===== config.mk =====
export PLATFORM = sky130hd
export DESIGN_NAME = mode_decision
export DESIGN_NICKNAME = d
export VERILOG_FILES = /design/src/logic/intra4_pkg.sv /design/src/logic/mode_decision.sv
export SDC_FILE = /design/constraint.sdc
export NUM_CORES = 2
export LEC_CHECK = 0
export BUFFER_PORTS_ARGS = -buffer_cell sky130_fd_sc_hd__buf_2
export CAP_MARGIN = 20
export CORE_MARGIN = 10
export CORE_UTILIZATION = 65
export DETAILED_ROUTE_END_ITERATION = 10
export PLACE_DENSITY = 0.85
export RECOVER_POWER = 25
export SYNTH_ARGS = -nofsm -noshare
export SYNTH_HDL_FRONTEND = slang
export SYNTH_SLANG_ARGS = --single-unit

===== constraint.sdc =====
create_clock -name vclk -period 17.37
set_input_delay 2.6055 -clock vclk [all_inputs]
set_output_delay 2.6055 -clock vclk [all_outputs]
set_load 0.02 [all_outputs]

===== src/logic/intra4_pkg.sv =====
// Intra 4x4 shared definitions
package intra4_pkg;

    //--------------------------------------------------------------------------
    // Geometry and scoring constants
    //--------------------------------------------------------------------------
    localparam int NUM_MODES     = 4;
    localparam int NUM_SUBBLOCKS = 16;
    localparam int MB_DIM        = 16;
    localparam int TOP_PIX       = 20;
    localparam int BLK_ROWS      = 4;
    localparam int MB_BASE_COST  = 211;

    // Header cost per mode, indexed by pred_mode_e
    localparam int unsigned FIXED_COST [NUM_MODES] = '{40, 1151, 1723, 1874};

    //--------------------------------------------------------------------------
    // Data types
    //--------------------------------------------------------------------------
    typedef logic [7:0]                    pixel_t;
    typedef logic [31:0]                   row4_t;
    typedef logic [127:0]                  blk4_t;
    typedef logic [8*MB_DIM*MB_DIM-1:0]    mb_t;
    typedef logic [31:0]                   sse_t;
    typedef logic [63:0]                   score_t;
    typedef logic [31:0]                   lambda_t;
    typedef logic [2*NUM_SUBBLOCKS-1:0]    mode_map_t;

    typedef enum logic [1:0] {
        MODE_DC = 2'd0,
        MODE_TM = 2'd1,
        MODE_VE = 2'd2,
        MODE_HE = 2'd3
    } pred_mode_e;

    typedef struct packed {
        pixel_t top_left;
        row4_t  top;
        row4_t  top_right;
        row4_t  left;
    } nbr_t;

    // DC sits in the low bits so a mode index selects its slice
    typedef struct packed {
        blk4_t he;
        blk4_t ve;
        blk4_t tm;
        blk4_t dc;
    } pred_set_t;

    typedef struct packed {
        sse_t he;
        sse_t ve;
        sse_t tm;
        sse_t dc;
    } sse_set_t;

endpackage


===== src/logic/mode_decision.sv =====
// Mode scoring and selection
module mode_decision #(
    parameter int DIST_SHIFT = 8
) (
    input  intra4_pkg::sse_set_t   sse_i,
    input  intra4_pkg::lambda_t    lambda_i,
    output intra4_pkg::pred_mode_e best_mode_o,
    output intra4_pkg::score_t     best_score_o
);

    localparam int SSE_W = $bits(intra4_pkg::sse_t);

    intra4_pkg::score_t score [intra4_pkg::NUM_MODES];

    // Distortion plus header cost for every mode
    always_comb begin
        for (int m = 0; m < intra4_pkg::NUM_MODES; m++) begin
            score[m] = (intra4_pkg::score_t'(sse_i[m*SSE_W +: SSE_W]) << DIST_SHIFT)
                     + intra4_pkg::score_t'(intra4_pkg::FIXED_COST[m])
                       * intra4_pkg::score_t'(lambda_i);
        end
    end

    // Strict compare keeps the lower index on a tie
    always_comb begin
        best_mode_o  = intra4_pkg::MODE_DC;
        best_score_o = score[0];
        for (int m = 1; m < intra4_pkg::NUM_MODES; m++) begin
            if (score[m] < best_score_o) begin
                best_mode_o  = intra4_pkg::pred_mode_e'(m);
                best_score_o = score[m];
            end
        end
    end

endmodule


Word level (Yosys, flattened, before mapping)
Index checks and enable logic that the tools add are counted.
Widths: inputs -> output; s select.
Storage, ports and cells
  flip-flop bits (word level): 0
  input port bits: 160
  output and inout port bits: 66
Operators by class
  $add $sub $neg: 4
  multipliers: 4
  order comparisons: 3
  mux-type cells: 6
Operator list (count)
  $mux 64: 3
  $add 40x43->44: 3
  $lt 44x64->1: 2
  $mul 11x32->43 const A: 2
  $lt 44x41->1: 1
  $mul 10x32->42 const A: 1
  $add 40x38->41: 1
  $mul 3x32->35 const A: 1
  $mux 2: 2
  $mux 1: 1

Logic depth before layout (Yosys ltp)
  depth in word-level cells: 8
  depth in mapped cells: 63

Least setup slack after synthesis
OpenSTA, ideal clock, no wires.
  path type: input to output
  start: input lambda_i[12]
  end: output best_score_o[32]
  arrival: 13.869 ns
  required time: 14.764 ns
  path slack: 0.896 ns
  stages: 56
  path buffers: 6
  cell sequence: fa_1 fa_1 fa_1 fa_1 inv_1 fa_1 inv_1 ha_1 buf_2 and3_4 and3_1 a22oi_2 nand2_2 a22oi_1 o21ai_0 a31oi_1 xor2_1 inv_1 (+20 left out) nor2b_1 a211oi_4 buf_4 mux2_2 ha_1 a21o_1 a21o_1 a21oi_1 nor2b_1 o21ai_0 nand2_1 o22ai_1 o21ai_0 a21oi_1 o31a_1 buf_2 buf_2 mux2i_1
On the way
  cells in the longest elaborated chain, start to end: 8
Ends and longest elaborated chain
  start, declared: line mode_decision.sv:6  | input intra4_pkg::lambda_t lambda_i,
  $mul 11x32->43 / $mul 3x32->35 (equally long branches): line mode_decision.sv:20  | * intra4_pkg::score_t'(lambda_i);
  $add 40x43->44 / $add 40x38->41 (equally long branches): line mode_decision.sv:19  | + intra4_pkg::score_t'(intra4_pkg::FIXED_COST[m])
  $lt 44x41->1: line mode_decision.sv:29  | if (score[m] < best_score_o) begin
  $mux 64: line mode_decision.sv:29
  $lt 44x64->1: line mode_decision.sv:29
  $mux 64: line mode_decision.sv:29
  $lt 44x64->1: line mode_decision.sv:29
  $mux 64 *: line mode_decision.sv:29
  end, declared: line mode_decision.sv:8  | output intra4_pkg::score_t best_score_o
Every way passes the cells marked *; elsewhere a longest branch is shown, timed or not.

Final worst setup path
  start: input lambda_i[4]
  end: output best_mode_o[1]
On the way
  cells in the longest elaborated chain, start to end: 8
Ends and longest elaborated chain
  $mul 11x32->43 / $mul 3x32->35 (equally long branches): line mode_decision.sv:20
  $add 40x43->44 / $add 40x38->41 (equally long branches): line mode_decision.sv:19
  $lt 44x41->1: line mode_decision.sv:29
  $mux 64: line mode_decision.sv:29
  $lt 44x64->1: line mode_decision.sv:29
  $mux 64: line mode_decision.sv:29
  $lt 44x64->1: line mode_decision.sv:29
  $mux 2 *: line mode_decision.sv:29
  end, declared: line mode_decision.sv:7  | output intra4_pkg::pred_mode_e best_mode_o,
Marked as above.

==> qor.csv <==
stage,metric,value,unit
sta,max_freq,58.5,MHz
yosys,synthTopCellsByArea,"fa_1 (32%), ha_1 (23%), inv_1 (9.9%)",
yosys,yosysTopAreaCellShare,31.8,%
sta,finalCritPeriodShare,98.4,%
worst_setup_path,path_max_fanout,14,
run_status,outcome,completed,
worst_setup_path,cp-start-kind,input pin,
sta,hold_ws,5.77,ns
finish,register_area,0,sq um
worst_setup_path,critical_path.slowest_cell,fa_1,
grt,grt_usage,33.8,%
yosys,ys_top_cells_by_count,"inv_1 (780), ha_1 (555), fa_1 (471), a21oi_1 (204), nor2_1 (131)",
yosys,syn_area_per_cell,8.81,sq um
finish,nets,4843,
die,io_pins,226,
routing,wirelength,97.2,mm
routing,detail_route.first_pass.iterations,6,
min_path,holdCritStartpoint,lambda_i[2],
routing,drtAntennaViolNets,0,
worst_setup_path,worstSetupPathType,input pin to output pin,
sta,timing.final.crit_period,17.09,ns
die,coreArea,0.0452,sq mm
yosys,synthDistinctLibCells,80,
die,fp.dieW,233,um
worst_setup_path,required,14.76,ns
worst_setup_path,cp_common_cell,inv_1,
die,initial_core_util,65.6,%
routing,drt-vias-per-instance,6.12,
yosys,yosys.area.top_type,fa_1,
worst_setup_path,critical_path_arrival,14.48,ns
grt,grt-ovfl-total,0,
routing,drcViolationCount,0,
worst_setup_path,endpoint_kind,output pin,
finish,nFlopsAndLatches,0,
min_path,hp-class,input pin to output pin,
routing,drt_iter0_markers,2183,
finish,syn2layout_area_growth,11.6,%
die,fp.dieH,233,um
die,die_area,0.0545,sq mm
finish,final_layout_size_suffix_gt1_share,13.6,%
routing,dr_total_vias,26000,
yosys,syn_inst,3361,
grt,grt_max_degree,39,
sta,slew_violations,0,
sta,max_slew_margin,48.4,%
finish,post-route-util,73.2,%
yosys,ys_seq_area_share,0,%
yosys,yosysMostFrequentCell,inv_1,
job,cap_violations,0,
grt,grt_pass1_wl,143,mm
grt,grt_pass1_vias,25900,
sta,worstMarginPinSlew,0.755,ns
placement,dpl.hpwl,84.9,mm
die,num_rows,78,
sta,hold_viol_final,0,
grt,antenna_found_initial,2,
yosys,syn_area,0.0296,sq mm
worst_setup_path,cp_slowest_stage_delay,0.60,ns
placement,finalWeightedCongestion,1.07,
sta,finalSetupViolations,0,
finish,diodes,0,
yosys,yosysWarnings,0,
placement,port_buffers,206,
routing,wire_per_inst,22.8,um
worst_setup_path,cp-startpoint,lambda_i[4],
finish,clock_buffers,0,
layout by cell type (no fill, tap or decap), types with 11 or more instances in the layout:
cell type / n
o21bai_1: 34
nor3_1: 43
buf_2: 179
a31oi_1: 16
xnor2_1: 119
nor2_1: 129
nand3_1: 41
fa_2: 22
a21oi_1: 190
buf_4: 111
a21o_1: 118
conb_1: 23
mux2i_1: 81
and3_1: 11
nand4_1: 22
ha_2: 14
a211oi_1: 28
o21a_1: 52
xor2_1: 85
o21ai_1: 16
and2_1: 15
fa_1: 449
nor2b_1: 26
o211ai_1: 18
or3_1: 14
ha_4: 17
inv_1: 773
ha_1: 524
nand2_1: 92
mux2_2: 30
o21ai_0: 109
a21oi_2: 13
nand2b_1: 23
worst max-delay path: cells and delay by family:
family / cells / cell delay (ns)
AOI/OAI and AO/OA: 21 / 3.80
and+or+nand+nor: 10 / 1.80
xor gates and xnor gates: 1 / 0.38
adders and majority gates: 9 / 3.58
muxes: 2 / 0.67
buffers and inverters: 13 / 1.62
through the flow:
| step | area (sq um) | setup TNS, ns | instances | setup WS (ns) |
|---|---|---|---|---|
| after floorplan | 29700 | 0 | 3382 | 0.896 |
| after global placement | 31800 | 0 | 4211 | 0.181 |
| after detailed placement | 31800 | -1.69 | 4211 | -0.127 |
| after CTS | 31800 | 0 | 4211 | 0.00461 |
| after global routing | 33100 | -6.68 | 4255 | -0.220 |
| final | 33100 | 0 | 4255 | 0.284 |
final timing paths:
check                             end  slack [ns]  depth (start not counted)
worst max-delay path   best_mode_o[1]        0.28                         56
worst min-delay path  best_score_o[3]        5.77                          4
repair_timing:
item / CTS / global route
setup buffers: 0 / 37
pin swaps: 0 / 58
gates resized for setup: 17 / 201
cloned: 0 / 7
setup endpoints to repair: 44 / 46
hold buffers: 0 / 0
cell families (layout without fill, tap and decap cells):
| kind of cell | Yosys count | after routing | share of synthesized area [%] |
|---|---|---|---|
| and+or+nand+nor | 463 | 463 | 7.69 |
| adders and majority gates | 1026 | 1026 | 55.3 |
| other | 2 | 23 | 0.0254 |
| AOI/OAI and AO/OA | 722 | 722 | 16.0 |
| muxes | 115 | 115 | 4.01 |
| buffers and inverters | 823 | 1096 | 10.8 |
| xor gates and xnor gates | 210 | 210 | 6.21 |
area by class of cell:
cell class	instances	area, sq um
multi-input combinational	2559	27200
fill	3345	12100
inverter	780	2940
timing repair buffer	316	2150
tap	600	751
layer usage:
| metal | global-route usage [%] | vias to the layer above | share of wire, % |
|---|---|---|---|
| met5 | 0 | - | 0.0093 |
| met4 | 24.3 | 2 | 9.1 |
| met3 | 3.32 | 398 | 7.0 |
| met2 | 57.2 | 1345 | 48 |
| met1 | 39.9 | 12500 | 36 |
| li1 | - | 11800 | - |
Power is not shown: default switching activity piles up to over one toggle a cycle in this logic, so the estimate is an artifact.
