**src/logic/intra4_pkg.sv**
```systemverilog
// Intra 4x4 shared definitions
package intra4_pkg;

    //--------------------------------------------------------------------------
    // Geometry and scoring constants
    //--------------------------------------------------------------------------
    localparam int NUM_MODES     = 4;
    localparam int NUM_SUBBLOCKS = 16;
    localparam int MB_DIM        = 16;
    localparam int TOP_PIX       = 20;
    localparam int BLK_ROWS      = 4;
    localparam int MB_BASE_COST  = 211;

    // Header cost per mode, indexed by pred_mode_e
    localparam int unsigned FIXED_COST [NUM_MODES] = '{40, 1151, 1723, 1874};

    //--------------------------------------------------------------------------
    // Data types
    //--------------------------------------------------------------------------
    typedef logic [7:0]                    pixel_t;
    typedef logic [31:0]                   row4_t;
    typedef logic [127:0]                  blk4_t;
    typedef logic [8*MB_DIM*MB_DIM-1:0]    mb_t;
    typedef logic [31:0]                   sse_t;
    typedef logic [63:0]                   score_t;
    typedef logic [31:0]                   lambda_t;
    typedef logic [2*NUM_SUBBLOCKS-1:0]    mode_map_t;

    typedef enum logic [1:0] {
        MODE_DC = 2'd0,
        MODE_TM = 2'd1,
        MODE_VE = 2'd2,
        MODE_HE = 2'd3
    } pred_mode_e;

    typedef struct packed {
        pixel_t top_left;
        row4_t  top;
        row4_t  top_right;
        row4_t  left;
    } nbr_t;

    // DC sits in the low bits so a mode index selects its slice
    typedef struct packed {
        blk4_t he;
        blk4_t ve;
        blk4_t tm;
        blk4_t dc;
    } pred_set_t;

    typedef struct packed {
        sse_t he;
        sse_t ve;
        sse_t tm;
        sse_t dc;
    } sse_set_t;

endpackage

```
**src/logic/intra4_predict.sv**
```systemverilog
// Intra 4x4 predictors
module intra4_predict (
    input  intra4_pkg::nbr_t      nbr_i,
    output intra4_pkg::pred_set_t pred_o
);

    // Three tap smoothing (a + 2b + c + 2) / 4
    function automatic intra4_pkg::pixel_t avg3(
        input intra4_pkg::pixel_t a,
        input intra4_pkg::pixel_t b,
        input intra4_pkg::pixel_t c
    );
        logic [9:0] sum;
        sum = {2'b00, a} + {1'b0, b, 1'b0} + {2'b00, c} + 10'd2;
        return sum[9:2];
    endfunction

    function automatic intra4_pkg::pixel_t clip8(input int v);
        if (v < 0) begin
            return '0;
        end
        if (v > 255) begin
            return 8'd255;
        end
        return intra4_pkg::pixel_t'(v);
    endfunction

    // Edge lines with the corner in front
    intra4_pkg::pixel_t top_ext  [6];
    intra4_pkg::pixel_t left_ext [6];
    logic [10:0]        dc_sum;
    intra4_pkg::pixel_t dc_val;

    always_comb begin
        top_ext[0]  = nbr_i.top_left;
        left_ext[0] = nbr_i.top_left;
        for (int i = 0; i < 4; i++) begin
            top_ext[i+1]  = nbr_i.top[8*i +: 8];
            left_ext[i+1] = nbr_i.left[8*i +: 8];
        end
        top_ext[5]  = nbr_i.top_right[7:0];
        // l3 repeated, gives (l2 + 3*l3 + 2) / 4 on the last row
        left_ext[5] = nbr_i.left[31:24];
    end

    always_comb begin
        dc_sum = 11'd4;
        for (int i = 1; i < 5; i++) begin
            dc_sum = dc_sum + top_ext[i] + left_ext[i];
        end
    end

    assign dc_val = dc_sum[10:3];

    always_comb begin
        for (int y = 0; y < 4; y++) begin
            for (int x = 0; x < 4; x++) begin
                pred_o.dc[32*y + 8*x +: 8] = dc_val;
                pred_o.tm[32*y + 8*x +: 8] = clip8(int'(top_ext[x+1]) + int'(left_ext[y+1])
                                                   - int'(nbr_i.top_left));
                pred_o.ve[32*y + 8*x +: 8] = avg3(top_ext[x], top_ext[x+1], top_ext[x+2]);
                pred_o.he[32*y + 8*x +: 8] = avg3(left_ext[y], left_ext[y+1], left_ext[y+2]);
            end
        end
    end

endmodule

```
**config.mk**
```make
export PLATFORM = sky130hd
export DESIGN_NAME = intra4_predict
export DESIGN_NICKNAME = d
export VERILOG_FILES = /design/src/logic/intra4_pkg.sv /design/src/logic/intra4_predict.sv
export SDC_FILE = /design/constraint.sdc
export NUM_CORES = 1
export LEC_CHECK = 0
export ABC_CLOCK_PERIOD_IN_PS = 13430
export BUFFER_PORTS_ARGS = -buffer_cell sky130_fd_sc_hd__buf_2
export CORE_AREA = 2 2 238 240
export DETAILED_ROUTE_END_ITERATION = 6
export DIE_AREA = 0 0 240 242
export GPL_TIMING_DRIVEN = 0
export PLACE_DENSITY_LB_ADDON = 0.12
export SYNTH_ARGS = -nofsm -noshare
export SYNTH_HDL_FRONTEND = slang
export SYNTH_SLANG_ARGS = --single-unit
```
**constraint.sdc**
```tcl
create_clock -name vclk -period 13.43
set_clock_uncertainty 0.05 [all_clocks]
set_input_delay 4.029 -clock vclk [all_inputs]
set_output_delay 4.029 -clock vclk [all_outputs]
set_load 0.02 [all_outputs]
```
Yosys cells after proc, flatten, opt, wreduce, memory -nomap -nowiden. Index checks and enable logic that the tools add are counted.

Register bits after elaboration: 0. Bits in latches: 0. RAM bits: 0. Memory bits (read-only): 0. Output and inout port bits: 512. Logic and storage cells: 208. Memories kept: 0.

Add/sub/neg operators: 64. Multipliers: 0. Div/mod/pow operators: 0. Order comparisons: 32. Equality and inequality tests: 0. Shift-type cells: 0. Mux-type cells: 112. Bitwise logic cells: 0. Reduce and logical (&&, ||, !) cells: 0.

Operators with widths (count): 2-to-1 mux 8 bit (64); > comparator 10 x 9 -> 1 bit (second input constant) (16); < comparator 10 x 1 -> 1 bit (second input constant) (16); subtractor 9 x 8 -> 10 bit (16); adder 8 x 8 -> 9 bit (16); adder 10 x 2 -> 10 bit (second input constant) (8); adder 10 x 8 -> 10 bit (8); adder 8 x 9 -> 10 bit (8); adder 11 x 8 -> 11 bit (5); 2-to-1 mux 1 bit (48); adder 10 x 8 -> 11 bit (1); adder 9 x 8 -> 10 bit (1); adder 3 x 8 -> 9 bit (first input constant) (1).

Longest topological paths before layout. Gate-level depths: netlist of run 1.

Depth in word-level cells: 8. Gate-level depth with buffers: 15. Mapped depth without buffers: 14.

Least setup slack after synthesis of run 1. Ideal clock, no wire load.

Path type: input to output. Start: in nbr_i[3] (netlist name). End: out pred_o[102] (netlist name). Arrival: 8.824 ns. Path slack: 0.527 ns. Stages: 14. Path buffers: 1. Cell sequence: inv_1 > fa_1 > inv_1 > fa_1 > fa_1 > inv_1 > fa_1 > inv_1 > ha_1 > or4_1 > and3_1 > a221o_1 > xor2_1 > buf_4.

RTL lines: start, declared (line intra4_predict.sv:3) `input intra4_pkg::nbr_t nbr_i,`; end, declared (line intra4_predict.sv:4) `output intra4_pkg::pred_set_t pred_o`.

==> impl_metrics.ini, run 1 <==
[placement]
gp_congestion = 0.905
port_buffers = 592
place_area_mm2 = 0.0213
post-dp-hpwl_um = 58000

[finish]
fin_util_pct = 38.4
drive_gt1_share_pct = 33.8
fin_nets = 3324
final_common_cell = buf_2
fillerInstances = 5968
clock_buffers = 0
final_area_mm2 = 0.0214
layout.cells.most_common_list = buf_2, inv_1, buf_4
n_sequential_cell = 0
area_growth_pct = 23.4
regArea_um2 = 0

[setup_path]
arrival_ns = 9.09
cpMaxStageDelayCell = fa_1
crit_path_frequent_cell = fa_1
slowest_delay_ns = 0.65
cp_num_buf_inv = 8
end_kind = output pin
path_delay_family = adder cells
path_depth = 17
cp.required_ns = 9.35
cp_max_fo = 16
crit_chain = buf_2 -> clkinvlp_4 -> fa_1 -> inv_1 -> fa_1 -> fa_1 -> inv_1 -> fa_1 -> inv_1 -> ha_1 -> or4_1 -> and3_1 -> a221o_1 -> xor2_4 -> buf_12 -> buf_4 -> buf_2
path_class = input port to output pin
setup.worst_path.start_class = input port

[timing]
clock.fmax_ghz = 0.0759
post-route-period-util_pct = 98.1
maxSlewViolCount = 0
finalHoldViolations = 0
fin_crit_ns = 13.17
slew_headroom_pct = 33.1
setup_viol = 0
worst_pin_slew_ns = 1.00

[die]
die-area_mm2 = 0.0581
io_pins = 616
start_util_pct = 31.1
core.rowCount = 87
core_area_mm2 = 0.0557
die_h_um = 242
die_w_um = 240

[global_route]
overflow = 0
grt_use_total_pct = 22.8
grt_max_degree = 19
grt_pass1_wl_um = 99800
antenna_found_initial = 6
grt_pass1_vias = 16000

[drt]
ant_nets = 0
vias = 16800
wl_per_cell_um = 19.5
vias_per_cell = 4.75
drtPass1Iterations = 5
wirelength_um = 68900
drc_errors = 0
drt_iter0_markers = 651

[yosys]
synthMuxAreaShare_pct = 0
synth_top_family_by_area = adder cells
synth_fp_nets = 2728
synth.distinct_cells = 44
synth_cells = 2182
ys_seq_area_share_pct = 0
synth_simple_gate_area_share_pct = 9.09
avgSynthCellArea_um2 = 7.96
yosys_warnings = 0
synthAdderAreaFrac_pct = 41.5
synthXorXnorAreaFrac_pct = 6.66
synth_compound_area_share_pct = 19.7
syn_area_mm2 = 0.0174

[job]
max-cap-violations = 0

[clock_tree]
ctsHoldBuffers = 0

[worst_hold_path]
min_path_type = input port to output pin
hold_depth = 4

[status]
outcome = completed
[final timing paths]
| check | start | end | slack (ns) |
|---|---|---|---|
| setup / recovery | nbr_i[11] | pred_o[94] | 0.26 |
| hold / removal | nbr_i[88] | pred_o[280] | 8.62 |
[cells in the mapped netlist, types with 2 or more instances]
| cell | instances | area (µm²) |
|---|---|---|
| a211oi_1 | 33 | 248 |
| a21o_1 | 48 | 360 |
| a21oi_1 | 189 | 946 |
| a221oi_1 | 12 | 105 |
| a311oi_1 | 20 | 175 |
| a31o_2 | 9 | 78.8 |
| a31oi_1 | 7 | 43.8 |
| and2_1 | 9 | 56.3 |
| and3_1 | 2 | 12.5 |
| buf_4 | 312 | 2340 |
| fa_1 | 224 | 4480 |
| ha_1 | 218 | 2730 |
| inv_1 | 438 | 1640 |
| nand2_1 | 60 | 225 |
| nand2b_1 | 35 | 219 |
| nand3_1 | 6 | 30.0 |
| nand4_1 | 12 | 75.1 |
| nor2_1 | 115 | 432 |
| nor2b_1 | 33 | 206 |
| nor3_1 | 26 | 130 |
| nor4_1 | 4 | 25.0 |
| nor4b_1 | 2 | 17.5 |
| o211ai_1 | 8 | 60.1 |
| o21a_1 | 33 | 248 |
| o21ai_0 | 90 | 450 |
| o21bai_1 | 12 | 90.1 |
| o221ai_1 | 12 | 105 |
| o22ai_1 | 2 | 12.5 |
| o31a_1 | 24 | 210 |
| o31ai_1 | 16 | 120 |
| o32a_1 | 12 | 120 |
| or2_2 | 12 | 75.1 |
| or4_1 | 5 | 37.5 |
| or4b_1 | 2 | 20.0 |
| xnor2_1 | 80 | 701 |
| xor2_1 | 52 | 455 |
[metal layers]
layer  share of wire (%)  GRT usage (%)  wire, µm  vias up
met5               0.049              0        34        -
met4                 2.4           4.42      1690        6
met3                 5.4           2.40      3720       73
met2                  49           40.3     33700      576
met1                  43           30.1     29700     8038
li1                    -              -         -     8083
[repair_timing]
action                     4_1_cts  5_1_grt
setup buffers                    0        2
setup endpoints to repair       52       93
resized for setup                5        7
pin swaps                        0        2
[stage by stage]
step | setup TNS (ns) | setup slack [ns] | cells | hold WS, ns
final | 0 | 0.257 | 3533 | 8.62
after global routing | -0.00418 | -0.00287 | 3532 | 8.68
after CTS | 0 | 0.0573 | 3530 | 8.63
after detailed placement | -14.47 | -0.572 | 3530 | 8.62
after global placement | -25.63 | -0.507 | 3530 | 8.62
after floorplan | 0 | 0.527 | 2182 | 8.30
[logic make-up (layout without fill, tap and decap cells)]
group	after synthesis	count (layout)
and+or+nand+nor	325	325
xor gates and xnor gates	132	132
other	0	1
buffers and inverters	750	1344
adders and majority gates	442	442
AOI/OAI and AO/OA	533	533
[area by class of cell]
cell class | instances | area [µm²] | share of cell area, %
multi-input cells | 1432 | 13500 | 62.9
well taps | 756 | 946 | 4.42
plain buffers | 312 | 2340 | 10.9
repair buffers | 594 | 3000 | 14.0
diodes | 1 | 2.50 | 0.0117
inverters | 438 | 1650 | 7.70
Power of run 1 is left out: the tool's default activity adds up to more than one toggle a clock period on the data nets, which glitch-free logic cannot reach.
==> inputs of run 2 (changes only) <==
--- a/config.mk
+++ b/config.mk
@@ -5,11 +5,13 @@
 export SDC_FILE = /design/constraint.sdc
 export NUM_CORES = 1
 export LEC_CHECK = 0
+export ABC_AREA = 1
 export ABC_CLOCK_PERIOD_IN_PS = 13430
 export BUFFER_PORTS_ARGS = -buffer_cell sky130_fd_sc_hd__buf_2
-export CORE_AREA = 2 2 238 240
+export CORE_ASPECT_RATIO = 0.6
+export CORE_MARGIN = 2
+export CORE_UTILIZATION = 40
 export DETAILED_ROUTE_END_ITERATION = 6
-export DIE_AREA = 0 0 240 242
 export GPL_TIMING_DRIVEN = 0
 export PLACE_DENSITY_LB_ADDON = 0.12
 export SYNTH_ARGS = -nofsm -noshare
==> run 2 against run 1 <==
Synthesized cell count increased by 32%. Critical path depth unchanged. Via count increased by 13%. Sequential cell count unchanged. Worst hold slack improved by 0.024 ns. Highest routed layer unchanged. Maximum frequency increased by 1.3%. Design area increased by 5.9%. Global-route usage increased by 4.5 points. Setup slack improved by 0.17 ns.
==> impl_metrics.ini, run 2 <==
[setup_path]
slowest_delay_ns = 0.82
arrival_ns = 8.93
path_delay_family = adder cells
cpMaxStageDelayCell = xor2_1
end_kind = output pin
crit_chain = buf_2 -> inv_1 -> fa_1 -> inv_1 -> fa_1 -> fa_1 -> inv_1 -> fa_1 -> inv_1 -> ha_1 -> nand2_1 -> inv_1 -> nand2_1 -> nand2_1 -> xor2_1 -> buf_4 -> buf_2
cp_max_fo = 16
setup.worst_path.start_class = input port
cp_num_buf_inv = 8
path_class = input port to output pin
cp.required_ns = 9.35
crit_path_frequent_cell = inv_1

[power_and_ir_drop]
p_int_w = 0.00299
power.clock.fraction_pct = 0
power_density_mw_per_mm2 = 315
p_switching_w = 0.00415
total_power_w = 0.00714
share_seq_of_total_power_pct = 0
pwr-share-comb_pct = 100.0
power_leakage_nw = 14.5
peakVddDrop_uv = 755
switching_share_pct = 58.1

[finish]
fillerInstances = 4846
layout.cells.most_common_list = nand2_1, inv_1, buf_2
n_sequential_cell = 0
regArea_um2 = 0
antenna_cells = 0
area_growth_pct = 19.8
final_common_cell = nand2_1
clock_buffers = 0
drive_gt1_share_pct = 26.9
fin_nets = 4030

[yosys]
synthAdderAreaFrac_pct = 38.1
yosys.area.top_type = fa_1
yosysMostFrequentCell = nand2_1
synth_simple_gate_area_share_pct = 26.2
syn_area_mm2 = 0.0189
synth_area_leaders = fa_1, nand2_1, ha_1, inv_1, buf_4
synth.distinct_cells = 26
synth_top_family_by_area = adder cells
synthMuxAreaShare_pct = 0
synth_cells = 2890
yosys_warnings = 0
synth_compound_area_share_pct = 5.48
avgSynthCellArea_um2 = 6.55
synthXorXnorAreaFrac_pct = 3.65
synth_common_cells = nand2_1, inv_1, buf_4
synth_fp_nets = 3436
ys_seq_area_share_pct = 0
synth_top_area_share_pct = 23.7

[global_route]
grt_use_total_pct = 27.4
overflow = 0
antenna_found_initial = 2
grt_pass1_vias = 17600
grt_max_degree = 19
grt_pass1_wl_um = 104000

[placement]
gp_congestion = 0.915
post-dp-hpwl_um = 59000
port_buffers = 592

[drt]
drt_iter0_markers = 1377
wirelength_um = 69000
drtPass1Iterations = 7
wl_per_cell_um = 16.8
drc_errors = 0
ant_nets = 0
vias = 18900
vias_per_cell = 4.61

[timing]
rsz0062_at_grt = false
setup_viol = 0
slew_headroom_pct = 26.8
worst_pin_slew_ns = 1.09
clock.fmax_ghz = 0.0769
maxSlewViolCount = 0
timing.setup.tns_ns = 0
fin_crit_ns = 13.01
finalHoldViolations = 0
post-route-period-util_pct = 96.9

[die]
start_util_pct = 40.7
core_area_mm2 = 0.0465
io_pins = 616
die-area_mm2 = 0.0491
core.rowCount = 61
die_w_um = 285
die_h_um = 173

[job]
max-cap-violations = 0

[status]
outcome = completed

[worst_hold_path]
min_path_type = input port to output pin

[clock_tree]
cts-resized-gates = 0
cts_setup_buffers = 0
ctsHoldBuffers = 0
-- run 2: cell type report --
| type | count | area, µm² | share of cell area (%) |
|---|---|---|---|
| Multi-Input combinational cell | 1862 | 13900 | 61.3 |
| Inverter | 716 | 2690 | 11.8 |
| Timing Repair Buffer | 592 | 2960 | 13.1 |
| Buffer | 312 | 2340 | 10.3 |
| Tap cell | 630 | 788 | 3.48 |
-- run 2: per-stage QoR --
step | utilization (%) | hold slack, ns | cell area (µm²) | instances | worst slack [ns]
global placement | 48.8 | 8.64 | 22700 | 4112 | 0.473
global route | 48.8 | 8.70 | 22700 | 4112 | 0.0967
floorplan | - | 8.30 | 18900 | 2890 | 1.22
finish | 48.8 | 8.64 | 22700 | 4112 | 0.423
CTS | 48.8 | 8.66 | 22700 | 4112 | 0.408
detailed placement | 48.8 | 8.66 | 22700 | 4112 | 0.423
-- run 2: kinds of logic after synthesis --
group / after synthesis
buffers and inverters: 1028
and+or+nand+nor: 1144
adders and majority gates: 442
xor gates and xnor gates: 79
AOI/OAI and AO/OA: 197
-- run 2: power by group through the flow --
stage	Combinational (W)	Clock, W	Sequential (W)
after floorplan	0.00517	0	0
after global placement	0.00711	0	0
after detailed placement	0.00717	0	0
after CTS	0.00719	0	0
after global routing	0.00771	0	0
final	0.00714	0	0
-- run 2: final timing paths --
kind	from	slack [ns]	cells after the start	end
setup / recovery	nbr_i[28]	0.42	17	pred_o[74]
hold / removal	nbr_i[23]	8.64	5	pred_o[455]
-- run 2: metal layers --
metal  global-route usage (%)  wire length, µm
met1                     39.0            31900
met2                     42.7            30000
met3                     6.34             5790
met4                     4.36             1280
met5                        0               20
Power figures use the tool's default switching activity.
==> inputs of run 3 (changes only) <==
--- a/config.mk
+++ b/config.mk
@@ -14,6 +14,7 @@
 export DETAILED_ROUTE_END_ITERATION = 6
 export GPL_TIMING_DRIVEN = 0
 export PLACE_DENSITY_LB_ADDON = 0.12
+export REMOVE_ABC_BUFFERS = 1
 export SYNTH_ARGS = -nofsm -noshare
 export SYNTH_HDL_FRONTEND = slang
 export SYNTH_SLANG_ARGS = --single-unit
==> run 3 against run 2 <==
Sequential share of layout area unchanged. Largest power group unchanged. Sequential cell count unchanged. Die area unchanged. Critical endpoint is now pred_o[47]. Largest cell class unchanged. Combinational power down 20%. Setup slack worse by 0.22 ns. Highest routed layer is now met4.
==> impl_metrics.ini, run 3 (synthesis gave the netlist of run 2 again) <==
[status]
outcome = completed

[finish]
layout.cells.most_common_list = nand2_1, inv_1, buf_2
fillerInstances = 5039
final_common_cell = nand2_1
drive_gt1_share_pct = 19.9
multi_input_comb_area_mm2 = 0.0139
area_growth_pct = 7.75
fin_nets = 3721
final_area_mm2 = 0.0204
clock_buffers = 0
n_sequential_cell = 0
regArea_um2 = 0
fin_util_pct = 43.9

[timing]
rsz0062_at_grt = false
setup_viol = 0
slew_headroom_pct = 36.4
finalHoldViolations = 0
worst_pin_slew_ns = 0.952
fin_crit_ns = 13.23
timing.setup.tns_ns = 0
clock.fmax_ghz = 0.0756
holdWs_ns = 8.64
maxSlewViolCount = 0
post-route-period-util_pct = 98.5

[global_route]
grt_pass1_vias = 16800
grt_pass1_wl_um = 106000
antenna_found_initial = 2
overflow = 0
grt_use_total_pct = 28.6
grt_max_degree = 19

[drt]
vias_per_cell = 4.73
drc_errors = 0
drt_iter0_markers = 1385
wl_per_cell_um = 18.9
drtPass1Iterations = 6
ant_nets = 0
wirelength_um = 72000
vias = 18000

[worst_hold_path]
hold_end = pred_o[399]
min_path_type = input port to output pin
hold_start = nbr_i[7]
hold_depth = 5

[placement]
post-dp-hpwl_um = 61100
place_area_mm2 = 0.0204
gp_congestion = 0.968
port_buffers = 592

[power_and_ir_drop]
power_density_mw_per_mm2 = 280
pwr-share-comb_pct = 100.0
p_switching_w = 0.00408
share_seq_of_total_power_pct = 0
peakVddDrop_uv = 508
p_int_w = 0.00164
power_leakage_nw = 13.0
total_power_w = 0.00572
switching_share_pct = 71.3
power.clock.fraction_pct = 0

[setup_path]
end_kind = output pin
crit_chain = buf_2 -> inv_1 -> fa_1 -> fa_1 -> inv_1 -> fa_1 -> inv_1 -> fa_1 -> inv_1 -> ha_1 -> inv_1 -> o21ai_0 -> nand2_1 -> nand2_1 -> a21oi_1 -> nand2_1 -> buf_2
critPathLaunch = nbr_i[23]
path_class = input port to output pin
arrival_ns = 9.15
cp_max_fo = 16
slowest_delay_ns = 0.70
cp.required_ns = 9.35
cpMaxStageDelayCell = inv_1
setup.worst_path.start_class = input port
crit_path_frequent_cell = inv_1

[clock_tree]
ctsHoldBuffers = 0
cts-resized-gates = 0
cts_setup_buffers = 0

[die]
io_pins = 616
die_w_um = 285
die_h_um = 173
core.rowCount = 61
start_util_pct = 40.7
core_area_mm2 = 0.0465
die-area_mm2 = 0.0491

[job]
max-cap-violations = 0
[run 3: changes by cell type in the layout (fill, tap and decap cells not counted)]
cell | previous run | this run
buf_6 | 0 | 2
diode_2 | 0 | 2
xor2_1 | 67 | 65
buf_8 | 0 | 1
xor2_2 | 0 | 2
buf_4 | 312 | 0
[run 3: metrics by stage]
step | std cells | worst slack (ns)
2_1_floorplan | 2578 | -2.02
3_3_place_gp | 3800 | 0.0865
3_5_place_dp | 3803 | 0.321
4_1_cts | 3803 | 0.320
5_1_grt | 3805 | 0.0773
6_report | 3805 | 0.204
[run 3: worst max path at each step]
| stage | to | slack [ns] | depth (start not counted) |
|---|---|---|---|
| 2_1_floorplan | pred_o[106] | -2.02 | 12 |
| 3_3_place_gp | pred_o[2] | 0.09 | 16 |
| 3_5_place_dp | pred_o[47] | 0.32 | 17 |
| 4_1_cts | pred_o[93] | 0.32 | 16 |
| 5_1_grt | pred_o[46] | 0.08 | 17 |
| 6_report | pred_o[47] | 0.20 | 17 |
[run 3: power by group through the flow]
stage / registers (W) / logic (W) / clock network (W)
floorplan: 0 / 0.00315 / 0
global placement: 0 / 0.00562 / 0
detailed placement: 0 / 0.00571 / 0
CTS: 0 / 0.00573 / 0
global route: 0 / 0.00608 / 0.0000000000200
finish: 0 / 0.00572 / 0.0000000000200
[run 3: final cells by class]
cell class / instances / area share [%]
diodes: 2 / 0.0245
inverters: 716 / 13.2
repair buffers: 595 / 14.7
multi-input cells: 1862 / 68.2
well taps: 630 / 3.86
[run 3: metal layers]
metal  GRT usage (%)  share of wire (%)  vias up
met5               0                  0        -
met4            7.59                3.0        0
met3            3.81                7.1       85
met2            45.8                 44      705
met1            40.5                 46     8330
li1                -                  -     8895
[run 3: worst max-delay path: cells and delay by family]
family | cells | cell delay [ns]
adders and majority gates | 5 | 2.56
AOI/OAI and AO/OA | 2 | 0.33
buffers and inverters | 7 | 1.45
and+or+nand+nor | 3 | 0.78
